## src/hw/irq_cfg.svh

```systemverilog
/*
  Build-time settings for the machine-mode interrupt unit.
  TRAP_CREDITS must fit credit_t (2 bits), so 1 to 3 credits are possible.
  IRQ_MASK must keep the reserved lines 15:12, 10:8, 6:4 and 2:0 at zero.
*/
`ifndef IRQ_CFG_SVH
`define IRQ_CFG_SVH

//////////////////////////////
// Implemented interrupt lines
//////////////////////////////
`define IRQ_MASK      32'hFFFF_0888  // Custom 31:16, MEI, MTI, MSI
`define IRQ_MEI_BIT   11             // Machine external
`define IRQ_MSI_BIT   3              // Machine software
`define IRQ_MTI_BIT   7              // Machine timer

//////////////////////////////
// CSR addresses
//////////////////////////////
`define CSR_MSTATUS   12'h300
`define CSR_MIE       12'h304
`define CSR_MCAUSE    12'h342
`define CSR_MIP       12'h344

// Credits granted by the core after reset
`define TRAP_CREDITS  2

`endif

```

## src/hw/irq_pkg.sv

```systemverilog
/*
  Shared types of the interrupt unit.
  Only machine and user privilege are meaningful here.
  Widths are fixed and follow the RV32 CSR layout.
*/
package irq_pkg;

  //////////////////////////////
  // Vector and id types
  //////////////////////////////
  typedef logic [31:0] irq_vec_t;   // One bit per interrupt line
  typedef logic [4:0]  irq_id_t;    // Encoded line number

  //////////////////////////////
  // CSR types
  //////////////////////////////
  typedef logic [11:0] csr_addr_t;  // CSR address
  typedef logic [31:0] csr_data_t;  // CSR read and write data
  typedef logic [1:0]  priv_lvl_t;  // 3 is machine, 0 is user

  // Trap credit count, up to 3
  typedef logic [1:0]  credit_t;

  // Trap sequencer states
  typedef enum logic {
    TRAP_IDLE,   // Waiting for a request and a credit
    TRAP_ISSUE   // trap_valid_o high for one cycle
  } trap_state_t;

endpackage

```

## src/hw/irq_ctrl_if.sv

```systemverilog
/*
  Internal bundle between interrupt controller, CSR block and trap sequencer.
  trap_cause is valid in the same cycle as trap_take.
  priv is driven for observation only, no block inside the unit reads it.
*/
`timescale 1ns/1ps

interface irq_ctrl_if import irq_pkg::*; ();

  logic       irq_req;     // Qualified interrupt pending
  irq_id_t    irq_id;      // Highest priority pending line
  logic       irq_wu;      // Wake-up, unregistered
  irq_vec_t   mie;         // MIE CSR
  logic       m_ie;        // Global enable
  priv_lvl_t  priv;        // Current privilege
  irq_vec_t   mip;         // Registered and masked lines
  logic       trap_take;   // Trap entry this cycle
  csr_data_t  trap_cause;  // Cause written to mcause on entry

  // Interrupt controller side
  modport ctrl (output irq_req, irq_id, irq_wu, mip,
                input  mie, m_ie);

  // CSR block side
  modport csr  (output mie, m_ie, priv,
                input  mip, trap_take, trap_cause);

  // Trap sequencer side
  modport seq  (output trap_take, trap_cause,
                input  irq_req, irq_id);

endinterface

```

## src/hw/irq_int_controller.sv

```systemverilog
/*
  Level interrupt lines are registered once before any trap logic sees them.
  Lines outside IRQ_MASK read as zero in mip and never request a trap.
  Wake-up is combinational from the pins, so it works with a stopped clock.
*/
`timescale 1ns/1ps
`include "irq_cfg.svh"

module irq_int_controller import irq_pkg::*; (
  input  logic     clk,
  input  logic     rst_n,
  input  irq_vec_t irq_i,    // Level interrupt inputs
  irq_ctrl_if.ctrl irq_if    // To CSR block and sequencer
);

  irq_vec_t irq_q;           // Registered lines
  irq_vec_t irq_local_qual;  // Pending and enabled in mie
  irq_id_t  irq_id;          // Encoder result

  //////////////////////////////
  // Input register
  //////////////////////////////
  always_ff @(posedge clk or negedge rst_n) begin
    if (!rst_n) begin
      irq_q <= '0;
    end else begin
      irq_q <= irq_i & `IRQ_MASK;  // Drop reserved lines
    end
  end

  assign irq_if.mip = irq_q;  // Read-only mip view

  // Local qualification by mie
  assign irq_local_qual = irq_q & irq_if.mie;

  // Request only when globally enabled
  assign irq_if.irq_req = (|irq_local_qual) && irq_if.m_ie;

  // Wake-up from the raw pins
  assign irq_if.irq_wu = |(irq_i & irq_if.mie);

  //////////////////////////////
  // Priority encoder
  //////////////////////////////
  // Later assignments win, so the lowest priority is set first
  always_comb begin
    irq_id = irq_id_t'(`IRQ_MTI_BIT);  // Timer, lowest
    if (irq_local_qual[`IRQ_MSI_BIT]) begin
      irq_id = irq_id_t'(`IRQ_MSI_BIT);  // Software over timer
    end
    if (irq_local_qual[`IRQ_MEI_BIT]) begin
      irq_id = irq_id_t'(`IRQ_MEI_BIT);  // External over software
    end
    // Custom lines, highest number wins
    for (int i = 16; i < 32; i++) begin
      if (irq_local_qual[i]) begin
        irq_id = irq_id_t'(i);
      end
    end
  end

  // Only meaningful while irq_req is high
  assign irq_if.irq_id = irq_id;

endmodule

```

## src/hw/irq_csr_regs.sv

```systemverilog
/*
  Machine-mode CSRs of the interrupt unit: mstatus, mie, mip and mcause.
  Only MIE, MPIE and MPP exist in mstatus, other bits read as zero.
  Same-cycle priority is trap entry, then mret, then a CSR write.
  Reads are combinational, writes take effect at the clock edge.
*/
`timescale 1ns/1ps
`include "irq_cfg.svh"

module irq_csr_regs import irq_pkg::*; (
  input  logic      clk,
  input  logic      rst_n,
  input  logic      csr_we_i,     // Write strobe
  input  csr_addr_t csr_addr_i,   // Read and write address
  input  csr_data_t csr_wdata_i,  // Write data
  output csr_data_t csr_rdata_o,  // Read data
  input  logic      mret_i,       // Return from trap
  irq_ctrl_if.csr   irq_if        // From controller and sequencer
);

  localparam priv_lvl_t priv_machine = 2'b11;
  localparam priv_lvl_t priv_user    = 2'b00;
  localparam int        mstatus_mie  = 3;
  localparam int        mstatus_mpie = 7;

  irq_vec_t  mie_q;           // Interrupt enables
  logic      mstatus_mie_q;   // Global machine enable
  logic      mstatus_mpie_q;  // Enable before trap
  priv_lvl_t mstatus_mpp_q;   // Privilege before trap
  csr_data_t mcause_q;        // Last trap cause
  priv_lvl_t priv_q;          // Current privilege
  csr_data_t mstatus_rd;      // Assembled mstatus view

  //////////////////////////////
  // State update
  //////////////////////////////
  always_ff @(posedge clk or negedge rst_n) begin
    if (!rst_n) begin
      mie_q          <= '0;
      mstatus_mie_q  <= 1'b0;
      mstatus_mpie_q <= 1'b0;
      mstatus_mpp_q  <= priv_user;
      mcause_q       <= '0;
      priv_q         <= priv_machine;  // Hart starts in machine mode
    end else if (irq_if.trap_take) begin
      // Trap entry
      mstatus_mpie_q <= mstatus_mie_q;
      mstatus_mie_q  <= 1'b0;          // Blocks a second trap
      mstatus_mpp_q  <= priv_q;
      priv_q         <= priv_machine;
      mcause_q       <= irq_if.trap_cause;
    end else if (mret_i) begin
      mstatus_mie_q  <= mstatus_mpie_q;
      mstatus_mpie_q <= 1'b1;
      priv_q         <= mstatus_mpp_q;
      mstatus_mpp_q  <= priv_user;     // Least privileged mode
    end else if (csr_we_i) begin
      case (csr_addr_i)
        `CSR_MSTATUS: begin
          mstatus_mie_q  <= csr_wdata_i[mstatus_mie];
          mstatus_mpie_q <= csr_wdata_i[mstatus_mpie];
          mstatus_mpp_q  <= csr_wdata_i[12:11];
        end
        `CSR_MIE:    mie_q    <= csr_wdata_i & `IRQ_MASK;  // Masked bits only
        `CSR_MCAUSE: mcause_q <= csr_wdata_i;
        default: ;  // mip and unknown addresses ignore writes
      endcase
    end
  end

  //////////////////////////////
  // Read path
  //////////////////////////////
  always_comb begin
    mstatus_rd               = '0;
    mstatus_rd[mstatus_mie]  = mstatus_mie_q;
    mstatus_rd[mstatus_mpie] = mstatus_mpie_q;
    mstatus_rd[12:11]        = mstatus_mpp_q;
  end

  always_comb begin
    case (csr_addr_i)
      `CSR_MSTATUS: csr_rdata_o = mstatus_rd;
      `CSR_MIE:     csr_rdata_o = mie_q;
      `CSR_MIP:     csr_rdata_o = irq_if.mip;
      `CSR_MCAUSE:  csr_rdata_o = mcause_q;
      default:      csr_rdata_o = '0;  // Unimplemented reads as zero
    endcase
  end

  // Outputs to the controller
  assign irq_if.mie  = mie_q;
  assign irq_if.priv = priv_q;

  // Below machine mode interrupts are always globally enabled
  assign irq_if.m_ie = mstatus_mie_q || (priv_q != priv_machine);

endmodule

```

## src/hw/irq_trap_seq.sv

```systemverilog
/*
  Sends one trap per free credit to the core.
  A credit is consumed by the trap_valid_o pulse and returned by trap_credit_i.
  The core must never return more credits than it was granted.
  A request without credit waits with no time limit.
*/
`timescale 1ns/1ps
`include "irq_cfg.svh"

module irq_trap_seq import irq_pkg::*; (
  input  logic      clk,
  input  logic      rst_n,
  output logic      trap_valid_o,   // One-cycle trap request to the core
  output csr_data_t trap_cause_o,   // Cause for the core, held after the pulse
  input  logic      trap_credit_i,  // Credit return pulse
  irq_ctrl_if.seq   irq_if          // From controller, to CSR block
);

  trap_state_t state_q;
  trap_state_t state_d;
  credit_t     credit_q;  // Free trap credits
  credit_t     credit_d;
  csr_data_t   cause_q;   // Latched cause
  logic        take;      // Accept request this cycle

  // Interrupt cause has bit 31 set
  assign irq_if.trap_cause = {1'b1, 26'd0, irq_if.irq_id};

  // Start only from idle with a credit left
  assign take = (state_q == TRAP_IDLE) && irq_if.irq_req && (credit_q != '0);
  assign irq_if.trap_take = take;

  //////////////////////////////
  // FSM
  //////////////////////////////
  always_comb begin
    state_d = state_q;
    case (state_q)
      TRAP_IDLE:  if (take) state_d = TRAP_ISSUE;
      TRAP_ISSUE: state_d = TRAP_IDLE;  // Single cycle pulse
      default:    state_d = TRAP_IDLE;
    endcase
  end

  assign trap_valid_o = (state_q == TRAP_ISSUE);

  // Credit counter, return and consume together cancel
  always_comb begin
    case ({trap_credit_i, trap_valid_o})
      2'b10:   credit_d = credit_q + credit_t'(1);
      2'b01:   credit_d = credit_q - credit_t'(1);
      default: credit_d = credit_q;
    endcase
  end

  always_ff @(posedge clk or negedge rst_n) begin
    if (!rst_n) begin
      state_q  <= TRAP_IDLE;
      credit_q <= credit_t'(`TRAP_CREDITS);  // Full after reset
    end else begin
      state_q  <= state_d;
      credit_q <= credit_d;
    end
  end

  // Cause payload
  always_ff @(posedge clk or negedge rst_n) begin
    if (!rst_n) begin
      cause_q <= '0;
    end else if (take) begin
      cause_q <= irq_if.trap_cause;
    end
  end

  assign trap_cause_o = cause_q;

endmodule

```

## src/hw/irq_top.sv

```systemverilog
/*
  Top level of the machine-mode interrupt unit.
  All ports are plain, the internal blocks talk through irq_ctrl_if.
  irq_wu_o is combinational from irq_i and mie.
*/
`timescale 1ns/1ps

module irq_top import irq_pkg::*; (
  input  logic      clk,
  input  logic      rst_n,
  // Interrupt lines
  input  irq_vec_t  irq_i,
  // CSR access
  input  logic      csr_we_i,
  input  csr_addr_t csr_addr_i,
  input  csr_data_t csr_wdata_i,
  output csr_data_t csr_rdata_o,
  input  logic      mret_i,
  // Trap delivery
  output logic      trap_valid_o,
  output csr_data_t trap_cause_o,
  input  logic      trap_credit_i,
  // Wake-up
  output logic      irq_wu_o
);

  irq_ctrl_if u_if ();  // Internal bundle

  irq_int_controller u_ctrl (
    .clk    (clk),
    .rst_n  (rst_n),
    .irq_i  (irq_i),
    .irq_if (u_if.ctrl)
  );

  irq_csr_regs u_csr (
    .clk         (clk),
    .rst_n       (rst_n),
    .csr_we_i    (csr_we_i),
    .csr_addr_i  (csr_addr_i),
    .csr_wdata_i (csr_wdata_i),
    .csr_rdata_o (csr_rdata_o),
    .mret_i      (mret_i),
    .irq_if      (u_if.csr)
  );

  irq_trap_seq u_seq (
    .clk           (clk),
    .rst_n         (rst_n),
    .trap_valid_o  (trap_valid_o),
    .trap_cause_o  (trap_cause_o),
    .trap_credit_i (trap_credit_i),
    .irq_if        (u_if.seq)
  );

  assign irq_wu_o = u_if.irq_wu;

endmodule

```

## config.mk

```make
export PLATFORM = sky130hd
export DESIGN_NAME = irq_top
export DESIGN_NICKNAME = d
export VERILOG_FILES = /design/src/hw/irq_pkg.sv /design/src/hw/irq_ctrl_if.sv /design/src/hw/irq_int_controller.sv /design/src/hw/irq_csr_regs.sv /design/src/hw/irq_trap_seq.sv /design/src/hw/irq_top.sv
export VERILOG_INCLUDE_DIRS = /design/src /design/src/hw
export SDC_FILE = /design/constraint.sdc
export NUM_CORES = 1
export LEC_CHECK = 0
export ABC_AREA = 0
export BUFFER_PORTS_ARGS = -buffer_cell sky130_fd_sc_hd__clkbuf_2
export CORE_MARGIN = 2
export CORE_UTILIZATION = 50
export DETAILED_ROUTE_END_ITERATION = 8
export MAX_ROUTING_LAYER = met4
export PLACE_DENSITY_LB_ADDON = 0.15
export SYNTH_ARGS = -nofsm -noshare
export SYNTH_HDL_FRONTEND = slang
export SYNTH_HIERARCHICAL = 1
export SYNTH_SLANG_ARGS = --single-unit
```

## constraint.sdc

```tcl
create_clock -name clk -period 5.4 [get_ports clk]
set_input_delay 0.27 -clock clk [delete_from_list [all_inputs] [get_ports clk]]
set_output_delay 0.27 -clock clk [all_outputs]
set_load 0.02 [all_outputs]
```

# After elaboration in Yosys (flattened, before gate mapping)
# Index checks and enable logic that the tools add are counted.
dict set report totals {
  ff_bits 85
  in_bits 81
  output_inout_bits 66
}
dict set report op_classes {
  addsub 2
  eq_ne 8
  muxes 40
  bitwise 5
  n_reduce_logical 16
}
# cell n
set op_table {}
lappend op_table {{2-to-1 mux 32 bit} 4}
lappend op_table {{one-hot mux 32 bit (4 select lines)} 1}
lappend op_table {{2-to-1 mux 5 bit} 17}
lappend op_table {{bitwise AND 32 bit} 2}
lappend op_table {{OR reduction 32 bit} 2}
lappend op_table {{equality test 12 x 10 -> 1 bit (second input constant)} 4}
lappend op_table {{2-to-1 mux 2 bit} 6}
lappend op_table {{nonzero test 2 bit} 5}
lappend op_table {{2-to-1 mux 1 bit} 9}
lappend op_table {{nonzero test 3 bit} 2}
lappend op_table {{one-hot mux 2 bit (2 select lines)} 1}
lappend op_table {{AND reduction 4 bit} 1}
lappend op_table {{logical AND 1 bit} 3}
lappend op_table {{2-to-1 mux 3 bit} 1}
lappend op_table {{NOT 1 bit} 3}
lappend op_table {{AND reduction 3 bit} 1}
lappend op_table {{adder 2 x 1 -> 2 bit (second input constant)} 1}
lappend op_table {{equality test 2 x 1 -> 1 bit (second input constant)} 1}
lappend op_table {{equality test 2 bit (second input constant)} 1}
lappend op_table {{!= test 2 x 1 -> 1 bit (second input constant)} 1}
lappend op_table {{!= test 2 bit (second input constant)} 1}
lappend op_table {{one-hot mux 1 bit (2 select lines)} 1}
lappend op_table {{AND reduction 2 bit} 1}
lappend op_table {{subtractor 2 x 1 -> 2 bit (second input constant)} 1}
lappend op_table {{logical OR 1 bit} 1}

# Logic depth before layout (Yosys ltp)
dict set report logic_depth {
  depth_word 20
  mapped_depth 11
  ltp_nobuf 9
}

# Hierarchy
# The synthesis kept the hierarchy.
# mod instances cells_per_inst area_each_um2 seq_area_each_um2
set modules_own_cells {}
lappend modules_own_cells {irq_csr_regs 1 267 3299.4 1428.9}
lappend modules_own_cells {irq_int_controller 1 100 1023.5 475.5}
lappend modules_own_cells {irq_trap_seq 1 84 810.8 226.5}

# Worst setup path before layout
# Ideal clock, no wire load.
dict set report synth_timing {
  kind {reg2reg}
  from {register u_csr.mie_q[20], in the netlist u_csr/irq_if.mie[20]}
  to {register u_csr.mcause_q[0]}
  arrival_ps 2460
  t_required_ps 5272
  path_slack_ps 2812
  path_stages_with_launch 10
  n_path_buf 2
  cell_sequence {dfrtp_1 > a22oi_1 > nand2_1 > a211oi_1 > a21boi_0 > nor3b_4 > clkbuf_1 > buf_1 > mux2_2 > mux2_1}
}
dict set report synth_between {
  elab_cells_between_ends 22
}
# element line_no
set synth_rtl {}
lappend synth_rtl {{start: declaration} irq_csr_regs.sv:26} ;# irq_vec_t mie_q;
lappend synth_rtl {{start signal: assignment} irq_csr_regs.sv:64} ;# `CSR_MIE: mie_q <= csr_wdata_i & `IRQ_MASK;
lappend synth_rtl {{bitwise AND 32 bit *} irq_int_controller.sv:34} ;# assign irq_local_qual = irq_q & irq_if.mie;
lappend synth_rtl {{OR reduction 32 bit *} irq_int_controller.sv:37} ;# assign irq_if.irq_req = (|irq_local_qual) && irq_if.m_ie;
lappend synth_rtl {{logical AND 1 bit *} irq_int_controller.sv:37}
lappend synth_rtl {{via u_if.irq_req} irq_ctrl_if.sv:10} ;# logic irq_req;
lappend synth_rtl {{logical AND 1 bit * (2 in a row)} irq_trap_seq.sv:30} ;# assign take = (state_q == TRAP_IDLE) && irq_if.irq_req && (credit_q != '0);
lappend synth_rtl {{via u_if.trap_take} irq_ctrl_if.sv:17} ;# logic trap_take;
lappend synth_rtl {{!= test 2 x 1 -> 1 bit (no source line) or nonzero test 2 bit (tied branches)} --}
lappend synth_rtl {{AND reduction 3 bit (no source line)} --}
lappend synth_rtl {{end signal: assignment} irq_csr_regs.sv:51} ;# mcause_q <= irq_if.trap_cause;
lappend synth_rtl {{end signal: assignment} irq_csr_regs.sv:65} ;# `CSR_MCAUSE: mcause_q <= csr_wdata_i;
lappend synth_rtl {{end: declaration} irq_csr_regs.sv:30} ;# csr_data_t mcause_q;
# Mark *: on every way through the listed nets, which the timed path passes. The rest lies on a longest branch.
# A chain may end at the register's enable or synchronous reset.

# Final worst setup path
dict set report layout_timing {
  from {register u_csr.mie_q[27], in the netlist u_csr/irq_if.mie[27]}
  to {register u_csr.mie_q[25], in the netlist u_csr/irq_if.mie[25]}
}
dict set report layout_between {
  elab_chain_len 7
}
# element line_no
set layout_rtl {}
lappend layout_rtl {{bitwise AND 32 bit} irq_int_controller.sv:34}
lappend layout_rtl {{OR reduction 32 bit} irq_int_controller.sv:37}
lappend layout_rtl {{logical AND 1 bit} irq_int_controller.sv:37}
lappend layout_rtl {{via u_if.irq_req} irq_ctrl_if.sv:10}
lappend layout_rtl {{logical AND 1 bit (2 in a row)} irq_trap_seq.sv:30}
lappend layout_rtl {{via u_if.trap_take} irq_ctrl_if.sv:17}
lappend layout_rtl {{NOT 1 bit (no source line)} --}
lappend layout_rtl {{AND reduction 4 bit (no source line)} --}
# The timed path passes the listed nets, and every way through them passes these cells.

==> metrics <==
first-pass GRT wire length=a little under 20000 um; share of layout cells above drive strength 1=30.7%; diodes inserted=0; Finished Layout Cells=approximately 700; # IOs=about 150; Placed Instances=between 600 and 700; r2r setup slk=~2300 ps; Total GRT Usage=23.4%; Synth Area in Adders=less than 1%; peak supply drop=approximately 0.00013 V; CTS clock-pin slew for the worst setup and hold paths=80 ps; clk_skew=around 7.7 ps; clock root buffer=clkbuf_8; IO Port Bufs=between 100 and 150; initial antenna violation count=0; Pins Over Slew Limit=0; Synth Area per Inst=around 11 um^2; Setup Buffers After CTS=0; largest family of logic cells by synthesized area=multiplexers; area of the multi-input gates=about 2600 um^2; min Tclk post-route=3100 ps; Max Cap Viol=0; CP Data Arrival Time=approximately 3400 ps; status=finished clean; CTS H-tree lvls=3; Starting DRT DRC Count=230; area leader, netlist=dfrtp_1; ys async rst share=100%; DRT Pass-1 Iters=5; CTS sink count=85; routability cong.=~0.87; Syn. warnings=6; number of flops mapped to enable cells by yosys=0; mux cell area share after synthesis=between 10% and 20%; synthesized flop and latch total=85; Synth Area in XOR/XNOR=0.512%; relative slew slack=25.8%; detailed-route wire length=about 12000 um; final hold vios=0; ys flop type=dfrtp_1; top cell type's share of synthesized area=about two fifths; post-synthesis cell area=slightly above 5000 um^2; worst setup path class=reg -> reg; Final setup viols=0; Die X=about 110 um; clock buffer count from CTS=9; ranking of synthesized cells by area=dfrtp_1 40%, buf_4 13%, mux2_1 12%; Compound-Gate Fraction of Synth Area=15.5%; CP Launch Type=flop; post-synthesis sequential area ratio=around 42%; Tcrit/Tclk final=~57%; final hold slack=25.2 ps; buffer depth of the longest clock path=2; num rows=36; vias=3732; Synth Area in Simple Gates=~7.9%; Non-Filler Cell Area, Final=between 5000 and 6000 um^2; cts repair resizes=0; post-DP HPWL=9000 um; Mapped Cells=451; leak pwr=around 2.9 nW; fillers=between 800 and 900; post-route setup TNS=0 ps; full die area=around 11000 um^2; via count of the first global-routing pass=between 3000 and 4000; nets=about 640; # hold bufs at CTS=0; RSZ-0062 raised after global routing=no; Die Y=about 110 um; most numerous cell in the Yosys netlist=buf_4; Final ANT Viol Nets=0; largest net degree at the start of global routing=86; Hold Path Class=in -> reg; drt drc=0; core area=slightly below 10000 um^2; Reg area=2130 um^2; Unique masters post-synth=a little under 60; Util after Layout=between 50% and 60%; Placed Area=between 5000 and 6000 um^2; Max Freq=about 0.32 GHz; Worst Path Required=5650 ps; final worst slack=2300 ps; pre-CTS setup slack=about 2300 ps; initial core utilization=52.0%; Tot Pwr=about 1.4 mW; Worst Tran Pin Value=about 1100 ps; CTS tree=built; P per Cell Area=between 200 and 300 nW/um^2; clk_lat worst skew=370 ps; Wirelength per Cell=between 15 and 20 um; Crit Path Max Fanout=30; grt total ovfl=0; Crit. End Element=flop; Via density=5.35; most common library cells after synthesis=87 x buf_4, 82 x dfrtp_1, 54 x mux2_1; area grow syn2layout=9.99%
## critical path, cell delays in order, from the launching register on
cell      delay (ps)
dfrtp_1          440
a22oi_1          320
nand2_1          120
nor3_1           270
a21boi_0         150
nor3b_4          180
buf_4            230
nor2_1           170
nand3_1          150
nor2_4           540
mux2_1           380
## layer usage
layer / part of all wire, % / track usage, % / vias to the layer above
met5: 0 / - / -
met3: 6.7 / 5.07 / 16
met2: 47 / 36.3 / 151
met4: 1.7 / 7.33 / 0
li1: - / - / 1719
met1: 44 / 30.7 / 1846
## sequential cells by signal (all words and copies together) (netlist names)
name                  count
u_csr/mcause_q           32
u_csr/irq_if.mie         19
u_ctrl/irq_if.mip        19
u_seq/trap_cause_o        6
u_csr/irq_if.priv         2
u_csr/mstatus_mpp_q       2
u_seq/credit_q            2
u_csr/mstatus_mie_q       1
u_csr/mstatus_mpie_q      1
u_seq/trap_valid_o        1
## cell type report
| type | count | area share, % |
|---|---|---|
| Multi-Input combinational cell | 336 | 45.2 |
| Sequential cell | 85 | 37.7 |
| Inverter | 3 | 0.199 |
| Clock buffer | 13 | 2.46 |
| Tap cell | 133 | 2.95 |
| Clock inverter | 3 | 0.266 |
| Timing Repair Buffer | 124 | 11.2 |
## cells in the final DEF (no fill, tap or decap), types with 8 or more instances in the layout
master / Yosys / final
a22oi_1: 23 / 23
a221o_1: 10 / 10
a22o_1: 15 / 15
mux2_1: 54 / 54
dfrtp_1: 82 / 82
conb_1: 4 / 79
clkbuf_2: 0 / 119
o2bb2ai_1: 17 / 17
mux2_2: 17 / 17
nand2_1: 18 / 18
mux2i_1: 21 / 21
and2_1: 11 / 11
nor2_1: 8 / 8
clkbuf_8: 0 / 9
## power breakdown
part / total [mW] / internal [mW] / leakage (nW) / switching (mW)
combinational: 0.249 / 0.119 / 1.68 / 0.130
sequential: 0.799 / 0.740 / 1.10 / 0.0595
clock: 0.390 / 0.166 / 0.0812 / 0.224
total: 1.44 / 1.02 / 2.87 / 0.413
## path summary, 6_finish.rpt
| path | start | endpoint | depth (start not counted) |
|---|---|---|---|
| min in group asynchronous | rst_n | u_ctrl/irq_if.mip[31] | 1 |
| worst min-delay path | irq_i[22] | u_ctrl/irq_if.mip[22] | 1 |
| worst max-delay path | u_csr/irq_if.mie[27] | u_csr/irq_if.mie[25] | 10 |
| worst max register to register | u_csr/irq_if.mie[27] | u_csr/irq_if.mie[25] | 10 |
| worst min register to register | u_seq/trap_cause_o[31] | u_seq/trap_cause_o[31] | 1 |
| max in group asynchronous | rst_n | u_csr/mcause_q[10] | 1 |
## cells by family after synthesis
| kind of cell | after synthesis |
|---|---|
| AND/OR/NAND/NOR | 67 |
| AO/OA/AOI/OAI | 94 |
| buffers and inverters | 105 |
| multiplexers | 92 |
| other | 4 |
| adder cells (fa/ha/maj) | 1 |
| XOR/XNOR | 3 |
| flip-flops | 85 |
Power figures use the tool's default switching activity.
